--- config.mk ---
export PLATFORM = sky130hd
export DESIGN_NAME = host_req_port
export DESIGN_NICKNAME = d
export VERILOG_FILES = /design/src/rf_pkg.sv /design/src/host_req_port.sv
export SDC_FILE = /design/constraint.sdc
export NUM_CORES = 1
export LEC_CHECK = 0
export BUFFER_PORTS_ARGS = -buffer_cell sky130_fd_sc_hd__buf_2
export CELL_PAD_IN_SITES_DETAIL_PLACEMENT = 1
export CELL_PAD_IN_SITES_GLOBAL_PLACEMENT = 2
export CORE_MARGIN = 2
export CORE_UTILIZATION = 24
export CTS_CLUSTER_DIAMETER = 50
export DETAILED_ROUTE_END_ITERATION = 16
export PLACE_DENSITY_LB_ADDON = 0.1
export SYNTH_ARGS = -nofsm -noshare
export SYNTH_HDL_FRONTEND = slang
export SYNTH_SLANG_ARGS = --single-unit
--- constraint.sdc ---
create_clock -name clk -period 4.35 [get_ports clk]
set_clock_uncertainty 0.1 [all_clocks]
set_input_delay 0.87 -clock clk [delete_from_list [all_inputs] [get_ports clk]]
set_output_delay 0.87 -clock clk [all_outputs]
set_load 0.03 [all_outputs]
--- src/rf_pkg.sv ---
`default_nettype none

package rf_pkg;

    ////////////////////////////////////////////////////////////////////////////
    // Word and address widths
    ////////////////////////////////////////////////////////////////////////////

    // One register-file word
    localparam int RF_DATA_W = 64;

    // Host address, store plus mapped I/O
    localparam int RF_ADDR_W = 10;

    // Store occupies the low half of the address space
    localparam int STORE_ADDR_W = 9;
    localparam int STORE_DEPTH = 2 ** STORE_ADDR_W;

    typedef logic [RF_DATA_W-1:0] rf_data_t;
    typedef logic [RF_ADDR_W-1:0] rf_addr_t;
    typedef logic [STORE_ADDR_W-1:0] store_addr_t;

    ////////////////////////////////////////////////////////////////////////////
    // Mapped I/O windows, four lanes each
    ////////////////////////////////////////////////////////////////////////////

    // Square unit, X loads a lane
    localparam rf_addr_t ADDR_SQ_X_BASE = 10'h200;

    // Square unit, Y returns a lane result
    localparam rf_addr_t ADDR_SQ_Y_BASE = 10'h208;

    // Center unit inputs
    localparam rf_addr_t ADDR_CT_X_BASE = 10'h210;

    // Center unit results
    localparam rf_addr_t ADDR_CT_Y_BASE = 10'h218;

    // Remaining I/O space stays unmapped
    // Writes dropped, reads return zero

endpackage

`default_nettype wire

--- src/host_req_port.sv ---
`timescale 1ns/1ps
`default_nettype none

module host_req_port (
    input  wire                     clk,
    input  wire                     rst_n,
    input  wire                     req,
    input  wire                     we,
    input  wire rf_pkg::rf_addr_t   addr,
    input  wire rf_pkg::rf_data_t   wdata,
    output logic                    acc_re,
    output logic                    acc_we,
    output rf_pkg::rf_addr_t        acc_addr,
    output rf_pkg::rf_data_t        acc_wdata
);

    // Armed, or waiting for the host to drop req
    typedef enum logic {
        IDLE,
        WAIT_LOW
    } state_t;

    state_t state;

    ////////////////////////////////////////////////////////////////////////////
    // Request FSM
    ////////////////////////////////////////////////////////////////////////////

    always_ff @(posedge clk, negedge rst_n) begin
        if (!rst_n) begin
            state  <= IDLE;
            acc_re <= 1'b0;
            acc_we <= 1'b0;
        end else begin
            // Strobes last one cycle only
            acc_re <= 1'b0;
            acc_we <= 1'b0;
            case (state)
                IDLE: begin
                    if (req) begin
                        acc_re <= !we;
                        acc_we <= we;
                        state  <= WAIT_LOW;
                    end
                end
                WAIT_LOW: begin
                    // Rearm once the handshake closes
                    if (!req) state <= IDLE;
                end
                default: state <= IDLE;
            endcase
        end
    end

    // Address and data captured along with the strobe
    always_ff @(posedge clk) begin
        if (state == IDLE && req) begin
            acc_addr  <= addr;
            acc_wdata <= wdata;
        end
    end

endmodule

`default_nettype wire

* Word level (Yosys, flattened, before mapping) *
Cells that the tools add are included.

cells by class
  bitwise logic cells = 1
  mux-type cells = 5
  reduce and logical (&&, ||, !) cells = 2

operators with widths
  cell               number
  2-to-1 mux 1 bit   5
  logical AND 1 bit  1
  zero test 1 bit    1
  NOT 1 bit          1

word-level totals
  bits of input ports = 78
  register bits after elaboration = 77
  output and inout bits = 76
  word-level logic and storage cells = 13

* Logic depth before layout (Yosys ltp) *
  word-level depth = 3
  gate-level depth with buffers = 1
  gate-level depth less buffers = 1

* Worst setup path before layout *
Ideal clock, no wire load.

  path type = input to register
  start point = input port req
  end point = register acc_addr[0] (enable)
  setup slack = -0.377 ns
  arrival time = 4.112 ns
  setup time = 0.516 ns
  required time = 3.734 ns
  cell stages on the path = 1
  path through = nor2b_1

between the ends
  longest elaborated chain between the ends = 1

RTL lines
  element               line                 text
  start, declared       host_req_port.sv:7   input wire req,
  logical AND 1 bit     host_req_port.sv:57  if (state == IDLE && req) begin
  end signal, assigned  host_req_port.sv:58  acc_addr <= addr;
  end, declared         host_req_port.sv:13  output rf_pkg::rf_addr_t acc_addr,

Every way passes these cells.
A chain may end at the register's enable or synchronous reset.

* Worst setup path after layout *
  start point = register acc_wdata[28]
  end point = output port acc_wdata[28]

RTL lines
  element                 line                 text
  start, declared         host_req_port.sv:14  output rf_pkg::rf_data_t acc_wdata
  start signal, assigned  host_req_port.sv:59  acc_wdata <= wdata;

No word-level cell between the ends.

==> flow_metrics.tcl <==
set metrics [dict create \
    drive_above_1_share_pct 67.6 \
    cp_max_fo 1 \
    worstSetupPathType "reg -> out" \
    ff2ff_setup_slack_ns 2.87 \
    critPathCaptureType "output pin" \
    final_area_mm2 0.00345 \
    fin_nets 324 \
    p_sw_share_pct 22.9 \
    min_period_over_period_pct 43.0 \
    layout_common_cells "buf_2, edfxtp_1, clkbuf_8" \
    drtIter0Drc 32 \
    clockRootBuffer "clkbuf_8" \
    cts_sinks 77 \
    slew_headroom_pct 65.0 \
    dieArea_mm2 0.0105 \
    wl_per_cell_um 13.8 \
    routabilityCongestion 0.711 \
    muxShareOfSynthArea_pct 0 \
    grt_pass1_wl_um 7530 \
    htree_levels 3 \
    dieHeight_um 102 \
    leakagePower_nw 1.45 \
    synth-seq-cells 77 \
    synth_area_leaders "edfxtp_1, dfrtp_1, and3b_1" \
    yosysTopAreaCell "edfxtp_1" \
    track_usage_pct 10.1 \
    p_seq_share_pct 57.4 \
    netlist_instances 80 \
    rsz0062_at_grt "false" \
    place_area_mm2 0.00327 \
    cts_tree "yes" \
    grt_overflow 0 \
    crit_slowest_cell "edfxtp_1" \
    min_path_type "in -> async" \
    vias_per_cell 3.74 \
    cts_hold_buffers 0 \
    firstDrtPassIters 2 \
    seq_area_frac_synth_pct 99.0 \
    cts_buffers 9 \
    ir_drop_mv 0.162 \
    final_max_slew_viol_count 0 \
    hold_viol 0 \
    drc_errors 0 \
    cap_violations 0 \
    status "finished, final reports clean" \
    syn_to_final_growth_pct 48.7 \
    coreArea_mm2 0.00933 \
    hpwlAfterDp_um 3880 \
    synth_top_family_by_area "simple AND/OR/NAND/NOR gates" \
    antenna_found_initial 0 \
    syn_area_per_cell_um2 29.0 \
    worst_slew_pin_slew_ns 0.525 \
    synth_top_cell_area_share_pct 95.8 \
    period_needed_ns 1.87 \
    yosysUniqueCellTypes 5 \
    cts_max_path_buffers 2 \
    totalWireLength_um 5230 \
    power_per_cell_area_mw_per_mm2 432 \
    rows 35 \
    grt_pass1_vias 1456 \
    p_sw_mw 0.341 \
    cp_slowest_stage_delay_ns 0.38 \
    combinationalPowerShare_pct 9.1 \
    post-cts-setup-buffers 0 \
    synth-compound-area-share_pct 0 \
    io_buffer_count 153 \
    synthSimpleGateAreaFrac_pct 0.971 \
    synth_fa_ha_area_share_pct 0 \
    via_count 1418 \
    cp-start-kind "flop" \
    fmax_mhz 534 \
    fin_setup_tns_ns 0 \
    synthXorXnorAreaFrac_pct 0 \
    setup-violations-final 0 \
    final_common_cell "buf_2" \
    crit_chain "buf_2" \
    ant_nets 0 \
    crit_arrival_ns 0.90 \
    n_antenna_cell 0 \
    worstPathRequired_ns 3.38 \
    ioPinCount 154 \
    ys_warn_count 0 \
    clkLatencyLatePin_ns 0.33 \
    p_int_mw 1.15 \
    start_util_pct 24.9 \
    clk_pin_slew_ns 0.07 \
    syn-cell-area_mm2 0.00232 \
    grt_max_degree 42 \
    path_buf_inv 1 \
    synth_nets 158 \
    cts_resized 0 \
    die_width_um 102 \
    crit_family "flip-flops" \
    clkPwrFrac_pct 33.5 \
]
==> per-stage QoR <==
stage	util, %	setup slack, ns	hold WS (ns)	power [mW]	instances
floorplan	-	1.01	0.339	0.945	80
global placement	35.1	2.29	0.401	1.01	364
detailed placement	35.1	2.28	0.413	1.01	364
CTS	37.0	2.43	0.190	1.52	379
global route	37.0	2.40	0.176	1.57	379
finish	37.0	2.48	0.215	1.49	379
==> kinds of logic (layout without fill, tap and decap cells) <==
group,after synthesis,count (layout)
buf+inv,0,170
flops,77,77
simple gates,3,3
==> final timing paths <==
path | cells past startpoint | end | from
max in group asynchronous | 1 | acc_re$_DFF_PN0_ | rst_n
min in group clk | 1 | acc_re$_DFF_PN0_ | state$_DFF_PN0_
worst max register to register | 2 | acc_wdata[40]$_DFFE_PP_ | state$_DFF_PN0_
worst min-delay path | 1 | state$_DFF_PN0_ | rst_n
worst max-delay path | 1 | acc_wdata[28] | acc_wdata[28]$_DFFE_PP_
worst min register to register | 1 | acc_re$_DFF_PN0_ | state$_DFF_PN0_
==> flip-flops by register name, summed over array words and instances (netlist names) <==
signal,count
acc_we,1
state,1
acc_wdata,64
acc_addr,10
acc_re,1
==> synthesized netlist by cell type <==
library cell / n
edfxtp_1: 74
nor2b_1: 1
and3b_1: 1
dfrtp_1: 3
nor3b_1: 1
==> routing by layer <==
metal | GRT usage (%) | routed length (um)
met1 | 12.4 | 2140
met3 | 7.05 | 764
met5 | 0 | 0
met2 | 13.7 | 2260
met4 | 4.00 | 63
==> power groups by stage <==
stage,Combinational [mW],Sequential (mW),Clock [mW]
3_5_place_dp,0.138,0.872,0
5_1_grt,0.146,0.859,0.564
3_3_place_gp,0.137,0.871,0
2_1_floorplan,0.0104,0.934,0
4_1_cts,0.138,0.856,0.524
6_report,0.136,0.855,0.499
==> cell type report <==
class | instances | area, um^2
fillers | 995 | 5880
well taps | 129 | 161
clock inverters | 6 | 55.1
repair buffers | 155 | 781
clock buffers | 9 | 124
multi-input cells | 3 | 30.0
flip-flops and latches | 77 | 2300
Power figures use the tool's default switching activity.
