--- src/rf_pkg.sv ---
`default_nettype none

package rf_pkg;

    ////////////////////////////////////////////////////////////////////////////
    // Word and address widths
    ////////////////////////////////////////////////////////////////////////////

    // One register-file word
    localparam int RF_DATA_W = 64;

    // Host address, store plus mapped I/O
    localparam int RF_ADDR_W = 10;

    // Store occupies the low half of the address space
    localparam int STORE_ADDR_W = 9;
    localparam int STORE_DEPTH = 2 ** STORE_ADDR_W;

    typedef logic [RF_DATA_W-1:0] rf_data_t;
    typedef logic [RF_ADDR_W-1:0] rf_addr_t;
    typedef logic [STORE_ADDR_W-1:0] store_addr_t;

    ////////////////////////////////////////////////////////////////////////////
    // Mapped I/O windows, four lanes each
    ////////////////////////////////////////////////////////////////////////////

    // Square unit, X loads a lane
    localparam rf_addr_t ADDR_SQ_X_BASE = 10'h200;

    // Square unit, Y returns a lane result
    localparam rf_addr_t ADDR_SQ_Y_BASE = 10'h208;

    // Center unit inputs
    localparam rf_addr_t ADDR_CT_X_BASE = 10'h210;

    // Center unit results
    localparam rf_addr_t ADDR_CT_Y_BASE = 10'h218;

    // Remaining I/O space stays unmapped
    // Writes dropped, reads return zero

endpackage

`default_nettype wire

--- src/host_rsp_port.sv ---
`timescale 1ns/1ps
`default_nettype none

module host_rsp_port (
    input  wire                         clk,
    input  wire                         rst_n,
    input  wire                         req,
    input  wire                         rd_valid,
    input  wire                         wr_done,
    input  wire rf_pkg::rf_data_t       rd_data,
    output logic                        ack,
    output rf_pkg::rf_data_t            rdata
);

    // Waiting for completion, or holding ack
    typedef enum logic {
        IDLE,
        ACKED
    } state_t;

    state_t state;

    ////////////////////////////////////////////////////////////////////////////
    // Response FSM
    ////////////////////////////////////////////////////////////////////////////

    always_ff @(posedge clk, negedge rst_n) begin
        if (!rst_n) begin
            state <= IDLE;
            ack   <= 1'b0;
            rdata <= '0;
        end else begin
            case (state)
                IDLE: begin
                    if (rd_valid) begin
                        rdata <= rd_data;
                        ack   <= 1'b1;
                        state <= ACKED;
                    end else if (wr_done) begin
                        // Writes answer with zero data
                        rdata <= '0;
                        ack   <= 1'b1;
                        state <= ACKED;
                    end
                end
                ACKED: begin
                    // Hold ack and data until req drops
                    if (!req) begin
                        ack   <= 1'b0;
                        rdata <= '0;
                        state <= IDLE;
                    end
                end
                default: state <= IDLE;
            endcase
        end
    end

endmodule

`default_nettype wire

--- config.mk ---
export PLATFORM = sky130hd
export DESIGN_NAME = host_rsp_port
export DESIGN_NICKNAME = d
export VERILOG_FILES = /design/src/rf_pkg.sv /design/src/host_rsp_port.sv
export SDC_FILE = /design/constraint.sdc
export NUM_CORES = 1
export LEC_CHECK = 0
export ABC_AREA = 1
export BUFFER_PORTS_ARGS = -buffer_cell sky130_fd_sc_hd__buf_2
export CAP_MARGIN = 30
export CORE_ASPECT_RATIO = 0.5
export CORE_MARGIN = 2
export CORE_UTILIZATION = 48
export CTS_BUF_LIST = sky130_fd_sc_hd__clkbuf_16
export DETAILED_ROUTE_END_ITERATION = 7
export MAX_ROUTING_LAYER = met4
export PLACE_DENSITY_LB_ADDON = 0.2
export SETUP_SLACK_MARGIN = 0.15
export SLEW_MARGIN = 40
export SYNTH_ARGS = -nofsm -noshare
export SYNTH_HDL_FRONTEND = slang
export SYNTH_SLANG_ARGS = --single-unit
--- constraint.sdc ---
create_clock -name clk -period 2.9 [get_ports clk]
set_clock_uncertainty 0.05 [all_clocks]
set_input_delay 0.58 -clock clk [delete_from_list [all_inputs] [get_ports clk]]
set_output_delay 0.58 -clock clk [all_outputs]
set_load 0.01 [all_outputs]
## Word-level counts from Yosys, hierarchy flattened

Cells that the tools add are included.

| word-level totals | value |
|---|---|
| memories | 0 |
| bits in latches | 0 |
| RAM bits | 0 |
| bits in registers | 66 |
| output and inout bits | 65 |
| input port bits | 69 |
| ROM bits | 0 |

| operators by class | value |
|---|---|
| add/sub/neg operators | 0 |
| div/mod/pow operators | 0 |
| bitwise operators | 1 |
| multiply operators | 0 |
| $lt $le $gt $ge | 0 |
| shift-type cells | 0 |
| reduce and logical (&&, ||, !) cells | 1 |
| multiplexer cells | 12 |
| equality and inequality tests | 2 |

Operator list:

| cell | count |
|---|---|
| $mux 64 | 3 |
| $pmux 64 s2 | 1 |
| $mux 1 | 6 |
| $pmux 1 s2 | 2 |
| $ne 3x3->1 const B | 1 |
| $ne 2x2->1 const B | 1 |
| $reduce_and 2->1 | 1 |
| $not 1->1 | 1 |

## Longest topological paths before layout

| depth | value |
|---|---|
| depth in word-level cells | 3 |
| depth in mapped cells | 6 |
| depth with buffers taken out | 4 |

## Worst setup path before layout

No wires, ideal clock.

| timing path | value |
|---|---|
| path kind | in2reg |
| from | in req |
| to | reg rdata[40] |
| required time | 2.733 ns |
| setup slack | 1.623 ns |
| stages on the path | 6 |
| data arrival time | 1.109 ns |
| cells stage by stage | inv_1 -> nand2_1 -> buf_4 -> buf_2 -> nand3_1 -> nand2_1 |

| between the ends | value |
|---|---|
| longest elaborated chain between the ends | 2 |

RTL lines:

| what | RTL line | RTL |
|---|---|---|
| start, declared | host_rsp_port.sv:7 | `input wire req,` |
| $ne 2x2->1 (no line) | n/a |  |
| $reduce_and 2->1 (no line) | n/a |  |
| end signal, assigned | host_rsp_port.sv:36 | `rdata <= rd_data;` |
| end, declared | host_rsp_port.sv:12 | `output rf_pkg::rf_data_t rdata` |

Every way passes these cells.
A chain may end at the register's enable or synchronous reset.

## Final worst setup path

| timing path | value |
|---|---|
| from | reg state |
| to | reg rdata[26] |

| between the ends | value |
|---|---|
| longest elaborated chain between the ends | 3 |

RTL lines:

| what | RTL line | RTL |
|---|---|---|
| start, declared | host_rsp_port.sv:21 | `state_t state;` |
| start signal, assigned | host_rsp_port.sv:29 | `state <= IDLE;` |
| start signal, assigned | host_rsp_port.sv:38 | `state <= ACKED;` |
| start signal, assigned | host_rsp_port.sv:43 | `state <= ACKED;` |
| $not 1->1 | n/a |  |
| $ne 3x3->1 (no line) | n/a |  |
| $reduce_and 2->1 (no line) | n/a |  |

Several ways; a longest one is shown, not always the timed one.

==> results.toml <==
[worst_setup_path]
slowest_stage = "dfrtp_1"
endpoint_kind = "flop"
crit_family = "simple AND/OR/NAND/NOR gates"
cp.arrival_ns = 1.77
start_kind = "flop"
cp_max_fo = 27
slowest_delay_ns = 0.45
crit_chain = "nor2_4 > buf_4 > nand2_1 > nand2_1"
crit_top_cell = "nand2_1"
critPathKind = "flop to flop"
path_buf_inv = 1
required_ns = 3.10

[grt]
first_global_vias = 2250
grt_max_degree = 66
grt_pass1_wl_um = 10300
antenna_found_initial = 0
overflow = 0
track_usage = 0.227

[run]
maxCapViolations = 0

[die]
fp.dieH_um = 56.4
coreArea_um2 = 5110
die_area_um2 = 6130
start_util = 0.515
ioPinCount = 134
rows = 18
dieWidth_um = 109

[layout]
syn_to_final_growth_pct = 38.7
instances_no_fill = 491
drive_gt1_frac = 0.371
insertedDiodeCount = 0
layout_common_cells = "133 x buf_2, 130 x nand2_1, 66 x dfrtp_1"
post-route-util = 0.714
regArea_um2 = 1650
n_fill_cell = 423
layout_commonest_cell = "buf_2"
multi_input_area_um2 = 852
num-nets-final = 485

[place]
dp_slack_ns = 1.07
dp_hpwl_um = 4460
placedCellCount = 475
portBuffers = 133
gp_congestion = 0.715

[logic_synthesis]
yosysSeqAreaShare = 0.627
synth_cells = 287
synth_seq_cells = 66
synthesis.area_um2 = 2630
synth.distinct_cells = 12
yosys_warnings = 0
synth_nets = 356
avgSynthCellArea_um2 = 9.17

[sta]
min_period_over_period = 0.538
slew_headroom = 0.544
layout_setup_ws_ns = 1.34
tightest_slew_ns = 0.684
slew_violations = 0
timing.hold.ws_ns = 0.115
final.setup.tns_ns = 0
finalCriticalPeriod_ns = 1.56
max_freq_mhz = 640
rsz0062_at_grt = "false"
finalSetupViolations = 0
final_hold_viol_count = 0

[cts]
clk_root_buffer_cell = "clkbuf_16"
cts_hold_buffers = 0
path_clk_slew_ns = 0.05
clock-sinks = 66
cts_resized = 0
clock_path_buffers = 2
htreeDepth = 3
post_cts_buffers = 0
clk_latency_ns = 0.32
numCtsBuffers = 9
cts_tree = "built"

[detailed_routing]
wirelength_um = 6530
routed_via_density = 4.97
drc = 0
drtIter0Drc = 125
num_vias = 2441
wl_per_cell_um = 13.3
drtPass1Iterations = 4
ant_nets = 0

[pwr]
power_density_nw_per_um2 = 868
vdd_ir_drop_max_uv = 524
total_leakage_power_nw = 2.21

[hold_path]
hp-class = "input pin to asynchronous set/reset pin"

[outcome]
status = "finished clean"
-- cells in the mapped netlist --
| cell type | number | area [um^2] |
|---|---|---|
| inv_1 | 2 | 7.51 |
| buf_2 | 13 | 65.1 |
| nand2_1 | 131 | 492 |
| nor2_4 | 1 | 11.3 |
| buf_6 | 5 | 56.3 |
| o21ai_0 | 1 | 5.00 |
| nand3_1 | 64 | 320 |
| clkbuf_1 | 1 | 3.75 |
| o21ai_2 | 1 | 8.76 |
| dfrtp_1 | 66 | 1650 |
| buf_4 | 1 | 7.51 |
| inv_2 | 1 | 3.75 |
-- logic make-up (layout without fill, tap and decap cells) --
group           after synthesis  in the layout  synth area share
simple gates                196            196             0.313
flops                        66             66             0.627
buf+inv                      23            157            0.0547
compound gates                2              2           0.00523
-- area by class of cell --
class                           instances  area share
Clock buffer                            9      0.0617
Sequential cell                        66       0.452
Multi-Input combinational cell        198       0.233
Inverter                                3     0.00308
Clock inverter                          7      0.0295
Tap cell                               70      0.0240
Timing Repair Buffer                  138       0.196
-- flip-flops by register name, summed over array words and instances (netlist names) --
| register | cells |
|---|---|
| ack | 1 |
| rdata | 64 |
| state | 1 |
-- worst reg2reg max path: stages (launching register included) --
cell and delay (ns):
dfrtp_1 0.45, nor2_4 0.44, buf_4 0.37, nand2_1 0.10
nand2_1 0.08
-- worst paths after layout --
kind	start	endpoint	slack, ns	cells after the start
worst max-delay path	state	rdata[26]	1.34	4
worst min-delay path	rst_n	rdata[57]	0.12	1
worst max register to register	state	rdata[26]	1.34	4
worst min register to register	rdata[52]	rdata[52]	0.44	2
max in group asynchronous	rst_n	rdata[38]	1.95	2
min in group clk	rd_data[16]	rdata[16]	0.41	3
-- stage by stage --
step / area [um^2] / power (mW)
4_1_cts: 3650 / 3.20
3_5_place_dp: 3320 / 1.99
5_1_grt: 3650 / 3.34
6_report: 3650 / 3.17
2_1_floorplan: 2630 / 1.66
3_3_place_gp: 3310 / 1.95
-- power breakdown --
part	switching [mW]	internal, mW	total (mW)
registers	0.116	1.12	1.24
logic	0.448	0.282	0.730
clock network	0.373	0.830	1.20
-- layer usage --
layer  vias up  global-route usage  part of all wire  wire (um)
met5         -                   -                 0          0
met4         0              0.0678            0.0021         14
met3         2              0.0755             0.079        519
met2       106               0.378              0.49       3210
met1      1158               0.264              0.43       2780
li1       1175                   -                 -          -
Note: power is estimated with default switching activity, not from simulation.
