$ cat src/rf_pkg.sv
`default_nettype none

package rf_pkg;

    ////////////////////////////////////////////////////////////////////////////
    // Word and address widths
    ////////////////////////////////////////////////////////////////////////////

    // One register-file word
    localparam int RF_DATA_W = 64;

    // Host address, store plus mapped I/O
    localparam int RF_ADDR_W = 10;

    // Store occupies the low half of the address space
    localparam int STORE_ADDR_W = 9;
    localparam int STORE_DEPTH = 2 ** STORE_ADDR_W;

    typedef logic [RF_DATA_W-1:0] rf_data_t;
    typedef logic [RF_ADDR_W-1:0] rf_addr_t;
    typedef logic [STORE_ADDR_W-1:0] store_addr_t;

    ////////////////////////////////////////////////////////////////////////////
    // Mapped I/O windows, four lanes each
    ////////////////////////////////////////////////////////////////////////////

    // Square unit, X loads a lane
    localparam rf_addr_t ADDR_SQ_X_BASE = 10'h200;

    // Square unit, Y returns a lane result
    localparam rf_addr_t ADDR_SQ_Y_BASE = 10'h208;

    // Center unit inputs
    localparam rf_addr_t ADDR_CT_X_BASE = 10'h210;

    // Center unit results
    localparam rf_addr_t ADDR_CT_Y_BASE = 10'h218;

    // Remaining I/O space stays unmapped
    // Writes dropped, reads return zero

endpackage

`default_nettype wire

$ cat src/eu_pkg.sv
`default_nettype none

package eu_pkg;

    // Elements packed in one word
    localparam int ELEM_W = 16;
    localparam int N_ELEM = 4;

    // Lanes per unit and lane index width
    localparam int N_LANE = 4;
    localparam int LANE_IDX_W = 2;

    // Full product of two elements
    localparam int PROD_W = 2 * ELEM_W;

    // Divide by N_ELEM as a right shift
    localparam int MEAN_SHIFT = 2;
    localparam int SUM_W = ELEM_W + MEAN_SHIFT;

    typedef logic [N_LANE-1:0] lane_sel_t;
    typedef logic [ELEM_W-1:0] elem_t;
    typedef logic [PROD_W-1:0] prod_t;
    typedef logic [SUM_W-1:0] sum_t;

endpackage

`default_nettype wire

$ cat src/eu_square.sv
`timescale 1ns/1ps
`default_nettype none

module eu_square (
    input  wire                         clk,
    input  wire                         rst_n,
    input  wire eu_pkg::lane_sel_t      x_we,
    input  wire rf_pkg::rf_data_t       x_data,
    input  wire eu_pkg::lane_sel_t      y_re,
    output rf_pkg::rf_data_t            y_data
);

    rf_pkg::rf_data_t sq_word;
    rf_pkg::rf_data_t y_sel;
    rf_pkg::rf_data_t lane_res [eu_pkg::N_LANE];

    // High half of each unsigned square
    always_comb begin : square_elems
        eu_pkg::elem_t elem;
        eu_pkg::prod_t prod;
        sq_word = '0;
        for (int e = 0; e < eu_pkg::N_ELEM; e++) begin
            elem = x_data[e*eu_pkg::ELEM_W +: eu_pkg::ELEM_W];
            prod = elem * elem;
            sq_word[e*eu_pkg::ELEM_W +: eu_pkg::ELEM_W] =
                prod[eu_pkg::PROD_W-1 -: eu_pkg::ELEM_W];
        end
    end

    // Per-lane result registers
    always_ff @(posedge clk, negedge rst_n) begin
        if (!rst_n) begin
            for (int l = 0; l < eu_pkg::N_LANE; l++) lane_res[l] <= '0;
        end else begin
            for (int l = 0; l < eu_pkg::N_LANE; l++) begin
                if (x_we[l]) lane_res[l] <= sq_word;
            end
        end
    end

    // One-hot lane pick
    always_comb begin
        y_sel = '0;
        for (int l = 0; l < eu_pkg::N_LANE; l++) begin
            if (y_re[l]) y_sel = y_sel | lane_res[l];
        end
    end

    always_ff @(posedge clk, negedge rst_n) begin
        if (!rst_n) y_data <= '0;
        else if (|y_re) y_data <= y_sel;
    end

endmodule

`default_nettype wire

$ cat config.mk
export PLATFORM = sky130hd
export DESIGN_NAME = eu_square
export DESIGN_NICKNAME = d
export VERILOG_FILES = /design/src/rf_pkg.sv /design/src/eu_pkg.sv /design/src/eu_square.sv
export SDC_FILE = /design/constraint.sdc
export NUM_CORES = 2
export LEC_CHECK = 0
export BUFFER_PORTS_ARGS = -buffer_cell sky130_fd_sc_hd__buf_2
export CELL_PAD_IN_SITES_DETAIL_PLACEMENT = 1
export CELL_PAD_IN_SITES_GLOBAL_PLACEMENT = 1
export CORE_MARGIN = 3
export CORE_UTILIZATION = 45
export DETAILED_ROUTE_END_ITERATION = 7
export PLACE_DENSITY_LB_ADDON = 0.1
export SLEW_MARGIN = 20
export SYNTH_ARGS = -nofsm -noshare
export SYNTH_HDL_FRONTEND = slang
export SYNTH_SLANG_ARGS = --single-unit
$ cat constraint.sdc
create_clock -name clk -period 1.25 [get_ports clk]
set_input_delay 0.25 -clock clk [delete_from_list [all_inputs] [get_ports clk]]
set_output_delay 0.25 -clock clk [all_outputs]
set_load 0.01 [all_outputs]
== Yosys cells after proc, flatten, opt, wreduce, memory -nomap -nowiden ==
Index checks and enable logic that the tools add are counted.

* Add/subtract/negate cells: 0
* $mul: 4
* Div/mod/pow operators: 0
* Order comparisons: 0
* Equality and inequality tests: 0
* Shift operators: 0
* Multiplexer cells: 4
* Bitwise gates (word level): 3
* Reduce and logical (&&, ||, !) cells: 1

{| class="wikitable"
|+ Operator list
! kind !! number
|-
| 64-bit 2-to-1 mux || 4
|-
| 64-bit bitwise OR || 3
|-
| 16-bit by 16-bit multiplier with 32-bit output || 4
|-
| 4-bit OR reduction || 1
|}

* Flip-flop bits (word level): 320
* Bits in latches: 0
* Bits in writable memories: 0
* Bits in read-only memories: 0
* Bits of input ports: 74
* Output and inout port bits: 64
* Word-level logic and storage cells: 17
* Memories: 0

== Depth between registers and ports, before layout ==
* Depth after elaboration: 7
* Mapped depth: 25
* Depth with buffers taken out: 23

== Least setup slack after synthesis ==
OpenSTA, ideal clock, no wires.

* Path type: input -> register
* Start: input x_data[30]
* End: register lane_res[159] in the netlist's numbering
* Setup time: 140 ps
* Arrival time: 5850 ps
* Required time: 1110 ps
* Setup slack: -4740 ps
* Cell stages on the path: 20
* Buffers on the path: 2
* Path through: clkbuf_1 > clkbuf_1 > nand2_1 > fa_1 > fa_1 > inv_1 > fa_1 > fa_1 > fa_1 > inv_1 > fa_1 > inv_1 > ha_1 > nand2_1 > or3_1 > a311oi_2 > o21ai_2 > a211oi_4 > o21a_2 > o221ai_1

* Longest elaborated chain between the ends: 1

{| class="wikitable"
|+ Ends and longest elaborated chain
! item !! line !! text
|-
| from (decl) || eu_square.sv:8 || <nowiki>input wire rf_pkg::rf_data_t x_data,</nowiki>
|-
| 16-bit by 16-bit multiplier with 32-bit output || eu_square.sv:24 || <nowiki>prod = elem * elem;</nowiki>
|-
| to (signal, indexed assignment) || eu_square.sv:36 || <nowiki>if (x_we[l]) lane_res[l] <= sq_word;</nowiki>
|-
| to (decl) || eu_square.sv:15 || <nowiki>rf_pkg::rf_data_t lane_res [eu_pkg::N_LANE];</nowiki>
|}

Every way passes these cells.
A chain may end at the register's enable or synchronous reset.

== Final worst setup path ==
* Start: input x_data[4]
* End: register lane_res[207] in the netlist's numbering

The elaborated chain is that of the path after synthesis.

==> impl_results.md <==
- Max Cap Viol: 0
- Final hold vios: 0
- Mapped Area: 0.0414 sq mm
- CORE AREA: 0.0906 sq mm
- Die ar.: 0.0956 sq mm
- Share of cells above drive strength 1: 34.5%
- DP HPWL: 93600 um
- Final WS setup: -4.27 ns
- Crit-path max FO: 7
- Sequential share of the synthesized area: 19.4%
- Slew HR: 30.8%
- Commonest cells after routing, fill and taps aside: inv_1 (895), buf_4 (686), fa_1 (598), ha_1 (361), nand2_1 (327)
- CP Buf/Inv Count: 6
- Die H: 309 um
- CTS tree: built
- Distinct cells, synth: 80
- Async SR Flop Fraction: 100%
- Reg-to-reg startpoint: lane_res[1]$_DFFE_PN0P_
- CTS H-tree lvls: 2
- Critical path arrival: 5.95 ns
- Syn_nets: 5378
- Worst Setup Start Kind: primary input
- Period minus WS final: 5.52 ns
- Area of the multi-input gates: 0.0327 sq mm
- Antenna-violating nets left: 0
- Critical Path End Type: register
- Critical Setup Path Class: in -> reg
- Layout area overhead: 32.7%
- Worst R2R Path Depth: 3
- F_max: 181 MHz
- Violated checks: setup timing
- Global router's overall resource usage: 25.7%
- Clock skew: 0.0276 ns
- Avg Vias per Cell: 5.20
- Required @ worst endpoint: 1.67 ns
- Post-DR wirelength/cell: 19.7 um
- Hold Path Class: in -> reg
- First-pass iteration count of the detailed router: 5
- Starting Density: 45.7%
- Crit path top cell by count: fa_1
- IO Port Bufs: 137
- R2r setup slk: 0.18 ns
- Layout filler cell count: 9762
- Width of the chip: 309 um
- Post-layout util: 60.6%
- First-pass GRT wire length: 197000 um
- Gpl congestion: 0.853
- Syn_area_per_cell: 9.72 sq um
- Largest net degree at the start of global routing: 65
- Clk slew on worst S/H paths: 0.07 ns
- Worst Setup SP: x_data[4]
- Grt total ovfl: 0
- Slew Viols, Final: 0
- Root buffer cell: clkbuf_16
- Delay-heaviest family, CP: adder cells
- Share of the synthesized area in the top cell type: 31.2%
- Number of buffers created by CTS: 34
- CP Cell Sequence: buf_4, buf_4, and2_1, fa_1, inv_1, fa_1, inv_1, fa_1, fa_2, fa_1, inv_1, fa_1, inv_1, ha_1, a21o_1, a21oi_2, nand3b_1, o21ba_4, nor3_4, o211a_1, o31a_1, o31ai_1
- Reg2reg end: lane_res[1]$_DFFE_PN0P_
- Vias in the first global route: 37.3k
- Number of synthesized register bits: 320
- DRC violations left: 0
- Area leader, netlist: fa_1
- Row count: 110
- Synth Warn #: 0
- Crit path depth: 22
- Initial antenna violation count: 2
- Final Cycle Share: 442%
- Slowest stage delay, CP: 0.53 ns
- Synth area leaders: fa_1 (31%), dfrtp_1 (19%), ha_1 (12%), inv_1 (9.1%), mux2_2 (5.2%)
- Ports: 138
- Clock sink count: 320
- Status: finished with violations
- Register area: 0.00801 sq mm
- Worst-Skew Late Latency: 0.54 ns
- Slowest CP cell: fa_1
- Main synth FF type: dfrtp_1
- Crit path to: lane_res[207]$_DFFE_PN0P_
- Gate Count Post-Synth: 4257
- Number of synthesized flops with an enable pin: 0
- Initial DRC Count: 1440
- Setup violators final: 322
- Slew @ Worst Pin: 1.04 ns
- Detailed-route wire length: 123000 um
- Max clock buf depth: 3
- Unrepaired setup endpoints after global routing: true
- Commonest non-fill, non-tap cell in the layout: inv_1
- Vias: 32.5k
- Nets@finish: 6169
state kept, by name (all words and copies together), names as in the netlist:
name,flops
lane_res,256
y_data,64
per-layer routing:
| metal | vias to the layer above | GRT usage (%) | wire length, um |
|---|---|---|---|
| met3 | 137 | 2.55 | 3580 |
| met4 | 2 | 4.17 | 2220 |
| li1 | 14900 | - | - |
| met5 | - | 0 | 13 |
| met1 | 17000 | 33.9 | 52800 |
| met2 | 419 | 46.7 | 64800 |
cell families after synthesis:
family                   synth area share, %
buffers and inverters                   10.6
adder cells (fa/ha/maj)                 43.4
AND/OR/NAND/NOR                         10.4
AO/OA/AOI/OAI                           8.86
flip-flops                              19.4
multiplexers                            5.42
XOR/XNOR                                1.95
worst register-to-register path, stage by stage, from the launching register on:
cell      delay [ns]
dfrtp_1         0.39
nor2b_1         0.15
a221oi_1        0.23
o211ai_1        0.16
cells in the mapped netlist, drive strengths merged (11+ instances only):
cell / instances
mux2: 192
o31ai: 26
a31oi: 70
a22oi: 133
nand2: 404
nand4: 20
and2: 168
nand3: 35
o211ai: 16
o21ai: 34
xor2: 29
a21o: 40
clkbuf: 168
inv: 999
nor3: 18
or2: 14
o21bai: 11
nor2b: 30
nor2: 176
nand2b: 17
xnor2: 62
fa: 644
and3: 13
a21oi: 84
ha: 403
dfrtp: 320
cell type report:
type                            count  share of cell area, %
Sequential cell                   320                   14.6
Antenna cell                        1                0.00456
Clock buffer                       46                   1.78
Timing Repair Buffer              924                   14.3
Tap cell                         1176                   2.68
Clock inverter                     16                  0.244
Multi-Input combinational cell   2769                   59.6
Inverter                          999                   6.83
timing repair:
action	CTS	global route
pin swaps	206	208
gates resized for setup	494	336
hold buffers	1	0
endpoints found under the setup margin	320	324
endpoints found under the hold margin	320	0
buffers inserted	58	52
gates cloned	3	0
worst min path at each step:
stage / start / end / slack (ns) / cells after the start
finish: x_we[0] / lane_res[193]$_DFFE_PN0P_ / 0.10 / 3
global route: x_we[0] / lane_res[193]$_DFFE_PN0P_ / 0.09 / 3
CTS: x_we[0] / lane_res[193]$_DFFE_PN0P_ / 0.08 / 3
detailed placement: rst_n / lane_res[218]$_DFFE_PN0P_ / 0.12 / 1
global placement: rst_n / lane_res[26]$_DFFE_PN0P_ / 0.13 / 1
floorplan: rst_n / lane_res[0]$_DFFE_PN0P_ / -0.05 / 0
metrics by stage:
step	cell area, sq um	hold slack, ns	TNS, ns	instances	worst slack, ns
after floorplan	43100	-0.0456	-1041.35	4257	-4.33
after CTS	53300	0.0770	-1013.62	6209	-4.22
after global routing	54900	0.0942	-1067.22	6251	-4.43
final	54900	0.101	-1023.87	6251	-4.27
after global placement	49700	0.126	-1186.96	6098	-4.77
after detailed placement	49700	0.123	-1207.19	6098	-4.89
Power is not shown: default switching activity piles up to over one toggle a cycle in this logic, so the estimate is an artifact.
