--- src/rf_pkg.sv ---
`default_nettype none

package rf_pkg;

    ////////////////////////////////////////////////////////////////////////////
    // Word and address widths
    ////////////////////////////////////////////////////////////////////////////

    // One register-file word
    localparam int RF_DATA_W = 64;

    // Host address, store plus mapped I/O
    localparam int RF_ADDR_W = 10;

    // Store occupies the low half of the address space
    localparam int STORE_ADDR_W = 9;
    localparam int STORE_DEPTH = 2 ** STORE_ADDR_W;

    typedef logic [RF_DATA_W-1:0] rf_data_t;
    typedef logic [RF_ADDR_W-1:0] rf_addr_t;
    typedef logic [STORE_ADDR_W-1:0] store_addr_t;

    ////////////////////////////////////////////////////////////////////////////
    // Mapped I/O windows, four lanes each
    ////////////////////////////////////////////////////////////////////////////

    // Square unit, X loads a lane
    localparam rf_addr_t ADDR_SQ_X_BASE = 10'h200;

    // Square unit, Y returns a lane result
    localparam rf_addr_t ADDR_SQ_Y_BASE = 10'h208;

    // Center unit inputs
    localparam rf_addr_t ADDR_CT_X_BASE = 10'h210;

    // Center unit results
    localparam rf_addr_t ADDR_CT_Y_BASE = 10'h218;

    // Remaining I/O space stays unmapped
    // Writes dropped, reads return zero

endpackage

`default_nettype wire

--- src/eu_pkg.sv ---
`default_nettype none

package eu_pkg;

    // Elements packed in one word
    localparam int ELEM_W = 16;
    localparam int N_ELEM = 4;

    // Lanes per unit and lane index width
    localparam int N_LANE = 4;
    localparam int LANE_IDX_W = 2;

    // Full product of two elements
    localparam int PROD_W = 2 * ELEM_W;

    // Divide by N_ELEM as a right shift
    localparam int MEAN_SHIFT = 2;
    localparam int SUM_W = ELEM_W + MEAN_SHIFT;

    typedef logic [N_LANE-1:0] lane_sel_t;
    typedef logic [ELEM_W-1:0] elem_t;
    typedef logic [PROD_W-1:0] prod_t;
    typedef logic [SUM_W-1:0] sum_t;

endpackage

`default_nettype wire

--- src/rf_ram.sv ---
`timescale 1ns/1ps
`default_nettype none

module rf_ram (
    input  wire                         clk,
    input  wire                         rst_n,
    input  wire                         acc_re,
    input  wire                         acc_we,
    input  wire rf_pkg::rf_addr_t       acc_addr,
    input  wire rf_pkg::rf_data_t       acc_wdata,
    output logic                        rd_valid,
    output logic                        wr_done,
    output rf_pkg::rf_data_t            rd_data,
    // Store side
    output logic                        st_re,
    output logic                        st_we,
    output rf_pkg::store_addr_t         st_addr,
    output rf_pkg::rf_data_t            st_wdata,
    input  wire rf_pkg::rf_data_t       st_q,
    // Square unit
    output eu_pkg::lane_sel_t           sq_x_we,
    output eu_pkg::lane_sel_t           sq_y_re,
    input  wire rf_pkg::rf_data_t       sq_y_data,
    // Center unit
    output eu_pkg::lane_sel_t           ct_x_we,
    output eu_pkg::lane_sel_t           ct_y_re,
    input  wire rf_pkg::rf_data_t       ct_y_data,
    // Shared by both units
    output rf_pkg::rf_data_t            x_data
);

    // True when addr falls in the four-lane window at base
    function automatic logic in_window(rf_pkg::rf_addr_t a, rf_pkg::rf_addr_t base);
        return a[rf_pkg::RF_ADDR_W-1:eu_pkg::LANE_IDX_W]
            == base[rf_pkg::RF_ADDR_W-1:eu_pkg::LANE_IDX_W];
    endfunction

    // Low address bits pick the lane
    function automatic eu_pkg::lane_sel_t lane_onehot(rf_pkg::rf_addr_t a);
        return eu_pkg::lane_sel_t'(1) << a[eu_pkg::LANE_IDX_W-1:0];
    endfunction

    logic              is_store;
    eu_pkg::lane_sel_t sq_x_sel;
    eu_pkg::lane_sel_t ct_x_sel;
    rf_pkg::rf_addr_t  addr_ff;

    // Store decodes only its own range, no aliasing into I/O
    assign is_store = acc_addr < rf_pkg::STORE_DEPTH;
    assign st_addr  = acc_addr[rf_pkg::STORE_ADDR_W-1:0];
    assign st_wdata = acc_wdata;

    ////////////////////////////////////////////////////////////////////////////
    // Write decode
    ////////////////////////////////////////////////////////////////////////////

    always_comb begin
        st_we    = 1'b0;
        sq_x_sel = '0;
        ct_x_sel = '0;
        if (acc_we) begin
            if (is_store) begin
                st_we = 1'b1;
            end else if (in_window(acc_addr, rf_pkg::ADDR_SQ_X_BASE)) begin
                sq_x_sel = lane_onehot(acc_addr);
            end else if (in_window(acc_addr, rf_pkg::ADDR_CT_X_BASE)) begin
                ct_x_sel = lane_onehot(acc_addr);
            end
            // Unmapped I/O writes fall through
        end
    end

    ////////////////////////////////////////////////////////////////////////////
    // Read decode
    ////////////////////////////////////////////////////////////////////////////

    always_comb begin
        st_re   = 1'b0;
        sq_y_re = '0;
        ct_y_re = '0;
        if (acc_re) begin
            if (is_store) begin
                st_re = 1'b1;
            end else if (in_window(acc_addr, rf_pkg::ADDR_SQ_Y_BASE)) begin
                sq_y_re = lane_onehot(acc_addr);
            end else if (in_window(acc_addr, rf_pkg::ADDR_CT_Y_BASE)) begin
                ct_y_re = lane_onehot(acc_addr);
            end
        end
    end

    // X select and completion pulses, one cycle behind the strobe
    always_ff @(posedge clk, negedge rst_n) begin
        if (!rst_n) begin
            sq_x_we  <= '0;
            ct_x_we  <= '0;
            rd_valid <= 1'b0;
            wr_done  <= 1'b0;
        end else begin
            sq_x_we  <= sq_x_sel;
            ct_x_we  <= ct_x_sel;
            rd_valid <= acc_re;
            wr_done  <= acc_we;
        end
    end

    // Write word and read address follow the store latency
    always_ff @(posedge clk) begin
        if (acc_we) x_data <= acc_wdata;
        if (acc_re) addr_ff <= acc_addr;
    end

    ////////////////////////////////////////////////////////////////////////////
    // Read data select on the delayed address
    ////////////////////////////////////////////////////////////////////////////

    always_comb begin
        if (addr_ff < rf_pkg::STORE_DEPTH) begin
            rd_data = st_q;
        end else if (in_window(addr_ff, rf_pkg::ADDR_SQ_Y_BASE)) begin
            rd_data = sq_y_data;
        end else if (in_window(addr_ff, rf_pkg::ADDR_CT_Y_BASE)) begin
            rd_data = ct_y_data;
        end else begin
            // Unmapped I/O reads as zero
            rd_data = '0;
        end
    end

endmodule

`default_nettype wire

--- config.mk ---
export PLATFORM = sky130hd
export DESIGN_NAME = rf_ram
export DESIGN_NICKNAME = d
export VERILOG_FILES = /design/src/rf_pkg.sv /design/src/eu_pkg.sv /design/src/rf_ram.sv
export SDC_FILE = /design/constraint.sdc
export NUM_CORES = 1
export LEC_CHECK = 0
export ABC_AREA = 1
export BUFFER_PORTS_ARGS = -buffer_cell sky130_fd_sc_hd__buf_4
export CORE_AREA = 3 3 191 193
export DETAILED_ROUTE_END_ITERATION = 8
export DIE_AREA = 0 0 194 196
export GPL_ROUTABILITY_DRIVEN = 0
export SYNTH_ARGS = -nofsm -noshare
export SYNTH_HDL_FRONTEND = slang
export SYNTH_SLANG_ARGS = --single-unit
--- constraint.sdc ---
create_clock -name clk -period 2.4 [get_ports clk]
set_clock_uncertainty 0.15 [all_clocks]
set_input_delay 0.24 -clock clk [delete_from_list [all_inputs] [get_ports clk]]
set_output_delay 0.24 -clock clk [all_outputs]
set_load 0.005 [all_outputs]
# [Word-level counts from Yosys, hierarchy flattened]
# Cells that the tools add are included.
[word_totals] n_memories=0 register_bits=84 latch_bits=0 mem_bits_ro=0 out_inout_bits=221 mem_bits_rw=0
[classes] n_addsub=0 reduce_logical=0 bitwise=0 mul=0 n_shift=1 order_cmp=2 eq_ne=6 n_div=0 n_mux=20
[ops] cell="64-bit 2-to-1 mux" count=3
[ops] cell="4-bit 2-to-1 mux" count=14
[ops] cell="8-bit equality test (second input constant)" count=6
[ops] cell="10-bit less-than comparator (second input constant)" count=2
[ops] cell="1-bit by 2-bit left shift with 4-bit output (first input constant)" count=1
[ops] cell="1-bit 2-to-1 mux" count=3

# [Logic depth before layout (Yosys ltp)]
[depth] ltp_word=5 mapped_depth=7 mapped_depth_nobuf=5

# [Worst setup path before layout]
# No wires, ideal clock.
[synth_path] path_type="register -> output" startpoint="reg addr_ff[2]" endpoint="out rd_data[10]" path_slack_ns=0.961 required_time_ns=2.010 arrival_time_ns=1.049 stages_incl_launch_ff=7 path_cell_list="edfxtp_1 inv_1 nand2_4 nor2_8 buf_2 nand3_1 nand3_2"
[synth_between] elab_chain_cells=4
[synth_lines] element="start: declaration" line="rf_ram.sv:46" rtl="rf_pkg::rf_addr_t addr_ff;"
[synth_lines] element="start signal: assignment" line="rf_ram.sv:110" rtl="if (acc_re) addr_ff <= acc_addr;"
[synth_lines] element="parallel branches: the longest is 3 deep, another holds 10-bit less-than comparator"
[synth_lines] element="64-bit 2-to-1 mux (*)" line="rf_ram.sv:118" rtl="if (addr_ff < rf_pkg::STORE_DEPTH) begin"
[synth_lines] element="end: declaration" line="rf_ram.sv:13" rtl="output rf_pkg::rf_data_t rd_data,"
# Every way passes the cells marked *.

# [Final worst setup path]
[layout_path] startpoint="in acc_addr[8]" endpoint="out sq_y_re[0]"
[layout_between] elab_chain_cells=4
[layout_lines] element="start: declaration" line="rf_ram.sv:9" rtl="input wire rf_pkg::rf_addr_t acc_addr,"
[layout_lines] element="parallel branches: the longest is 2 deep, another holds 10-bit less-than comparator"
[layout_lines] element="4-bit 2-to-1 mux (*)" line="rf_ram.sv:82" rtl="if (is_store) begin"
[layout_lines] element="4-bit 2-to-1 mux (*)" line="rf_ram.sv:81" rtl="if (acc_re) begin"
[layout_lines] element="end: declaration" line="rf_ram.sv:22" rtl="output eu_pkg::lane_sel_t sq_y_re,"
# Marks and branches as above.

==> results.cfg <==
[global_routing]
grt_use_total_pct = 12.5
antenna_found_initial = 2
grt_pass1_wl_um = 36500
grt.overflow.total = 0
grt_max_degree = 67
grt_pass1_vias = 6019

[clocking]
h-tree-depth = 3
cts_buffer_depth = 2
cts.clk_slew.worst_paths_ns = 0.06
clock-sinks = 82
cts_buffers = 9
clockRootBuffer = clkbuf_16
tritoncts = yes

[synthesis]
syn_nets = 780
avgSynthCellArea_um2 = 10.0
synth_seq_cells = 82
synth_cell_types = 19
syn_area_um2 = 5110
ys_warn_count = 0
synthCells = 510
ys_seq_area_share_pct = 47.2

[power_and_ir_drop]
ir_worst_vdd_mv = 0.360
p_per_area_nw_per_um2 = 433
p_leak_nw = 4.51

[min_path]
min_path_cells = 1
worstHoldEndpoint = addr_ff[9]
hold_class = input port to flop
worstHoldStart = acc_addr[9]

[timing]
tns_ns = 0
relSlewSlack_pct = 74.6
grt_setup_unrepaired = no
drv_slew = 0
max_freq_mhz = 444
finalCritPeriodShare_pct = 93.9
min_period_ns = 2.25
whs_ns = 0.0508
setup_viol = 0
final_hold_viol_count = 0
setup_slack_ns = 0.147
max_slew.worst_pin.slew_ns = 0.381

[die]
fp.dieW_um = 194
io_pins = 491
num_rows = 68
die_h_um = 196
start_util_pct = 14.7
dieArea_um2 = 38000
coreArea_um2 = 34700

[placement]
place_hpwl_um = 20700
dp.cells = 1365
placed_area_um2 = 8700
dpl_worst_slack_ns = 0.391
numPortBuffers = 490

[critical_path]
worst_setup_path_end_kind = output port
crit_path_top_delay_cell = dlygate4sd3_1
worstPathMaxFanout = 4
crit_chain = dlygate4sd3_1 -> buf_4 -> inv_1 -> nand2_1 -> nor3_2 -> nand2_1 -> nor2_1 -> buf_4
critPathMaxStageDelay_ns = 0.57
critPathArrivalTime_ns = 1.86
start_kind = input port
required_ns = 2.01
crit_type = input port to output port
crit_family = buffers and inverters
path_buf_inv = 4

[layout]
layout_common_cells = buf_4 (502), nand3_1 (132), nand2_1 (78), dlygate4sd3_1 (73), edfxtp_1 (72)
syn_to_final_growth_pct = 91.0
final_area_um2 = 9760
fin_nets = 1268
instances_no_fill = 1459
drive_gt1_share_pct = 59.7
mostFrequentLayoutCell = buf_4

[route]
drc = 0
via_count = 5713
dr.pass1.iters = 4
ant_nets = 0
totalWireLength_um = 25600
dr.first_iter.drc_count = 216
vias_per_cell = 3.92
routedWlPerCell_um = 17.6

[job]
drv_cap = 0

[status]
outcome = finished, final reports clean
-- area by class of cell --
class | instances | area (um^2)
inverters | 16 | 60.1
well taps | 455 | 569
repair buffers | 582 | 4640
clock inverters | 5 | 56.3
diodes | 2 | 5.00
flip-flops and latches | 82 | 2410
fillers | 3617 | 25000
clock buffers | 10 | 229
multi-input cells | 307 | 1790
-- routing by layer --
metal	GRT usage, %	vias up	part of all wire (%)
li1	-	2667	-
met1	13.0	2663	35
met2	24.6	349	55
met3	2.61	32	7.2
met4	4.65	2	3.0
met5	0	-	0.055
-- Yosys cell counts --
master    instances  area, um^2
buf_6            13         146
clkbuf_1          6        22.5
inv_2             1        3.75
nor2_8            2        40.0
inv_1            15        56.3
nand2_4           1        11.3
buf_8             5        75.1
or2_2             2        12.5
buf_12            1        20.0
buf_2             6        30.0
edfxtp_1         72        2160
nor3_2            1        10.0
nand3_2          66         661
nand3_1         132         661
nand2_1          79         297
buf_4            74         556
nor2_4            1        11.3
nor2_1           23        86.3
dfrtp_1          10         250
-- worst max path at each step --
| stage | from | to | slack, ns | depth (start not counted) |
|---|---|---|---|---|
| final | acc_addr[8] | sq_y_re[0] | 0.15 | 8 |
| after global routing | acc_addr[8] | ct_y_re[2] | 0.03 | 8 |
| after CTS | addr_ff[4] | rd_data[59] | 0.02 | 7 |
| after detailed placement | addr_ff[4] | rd_data[59] | 0.39 | 7 |
| after global placement | addr_ff[4] | rd_data[59] | 0.43 | 7 |
| after floorplan | addr_ff[2] | rd_data[10] | 0.96 | 6 |
-- stage by stage --
stage               util [%]  total power, mW
floorplan                  -             2.06
global placement        25.1             2.82
detailed placement      25.1             2.83
CTS                     28.0             4.30
global route            28.1             4.42
finish                  28.1             4.23
-- power by group --
part           switching (mW)  total, mW  internal, mW
clock network           0.549       1.35         0.799
logic                   0.485       1.19         0.701
registers              0.0300       1.70          1.67
-- state kept, by name, indices dropped and copies added, names as in the netlist --
name,cells
sq_x_we,4
wr_done,1
x_data,64
rd_valid,1
ct_x_we,4
addr_ff,8
-- repair_timing --
item,in CTS,in global routing
hold buffers,73,0
resized for setup,0,1
endpoints found under the setup margin,0,46
endpoints found under the hold margin,82,0
setup buffers,0,4
-- kinds of logic after synthesis --
| logic type | synth area share (%) |
|---|---|
| flip-flops | 47.2 |
| buffers and inverters | 17.8 |
| AND/OR/NAND/NOR | 35.0 |
Power figures use the tool's default switching activity.
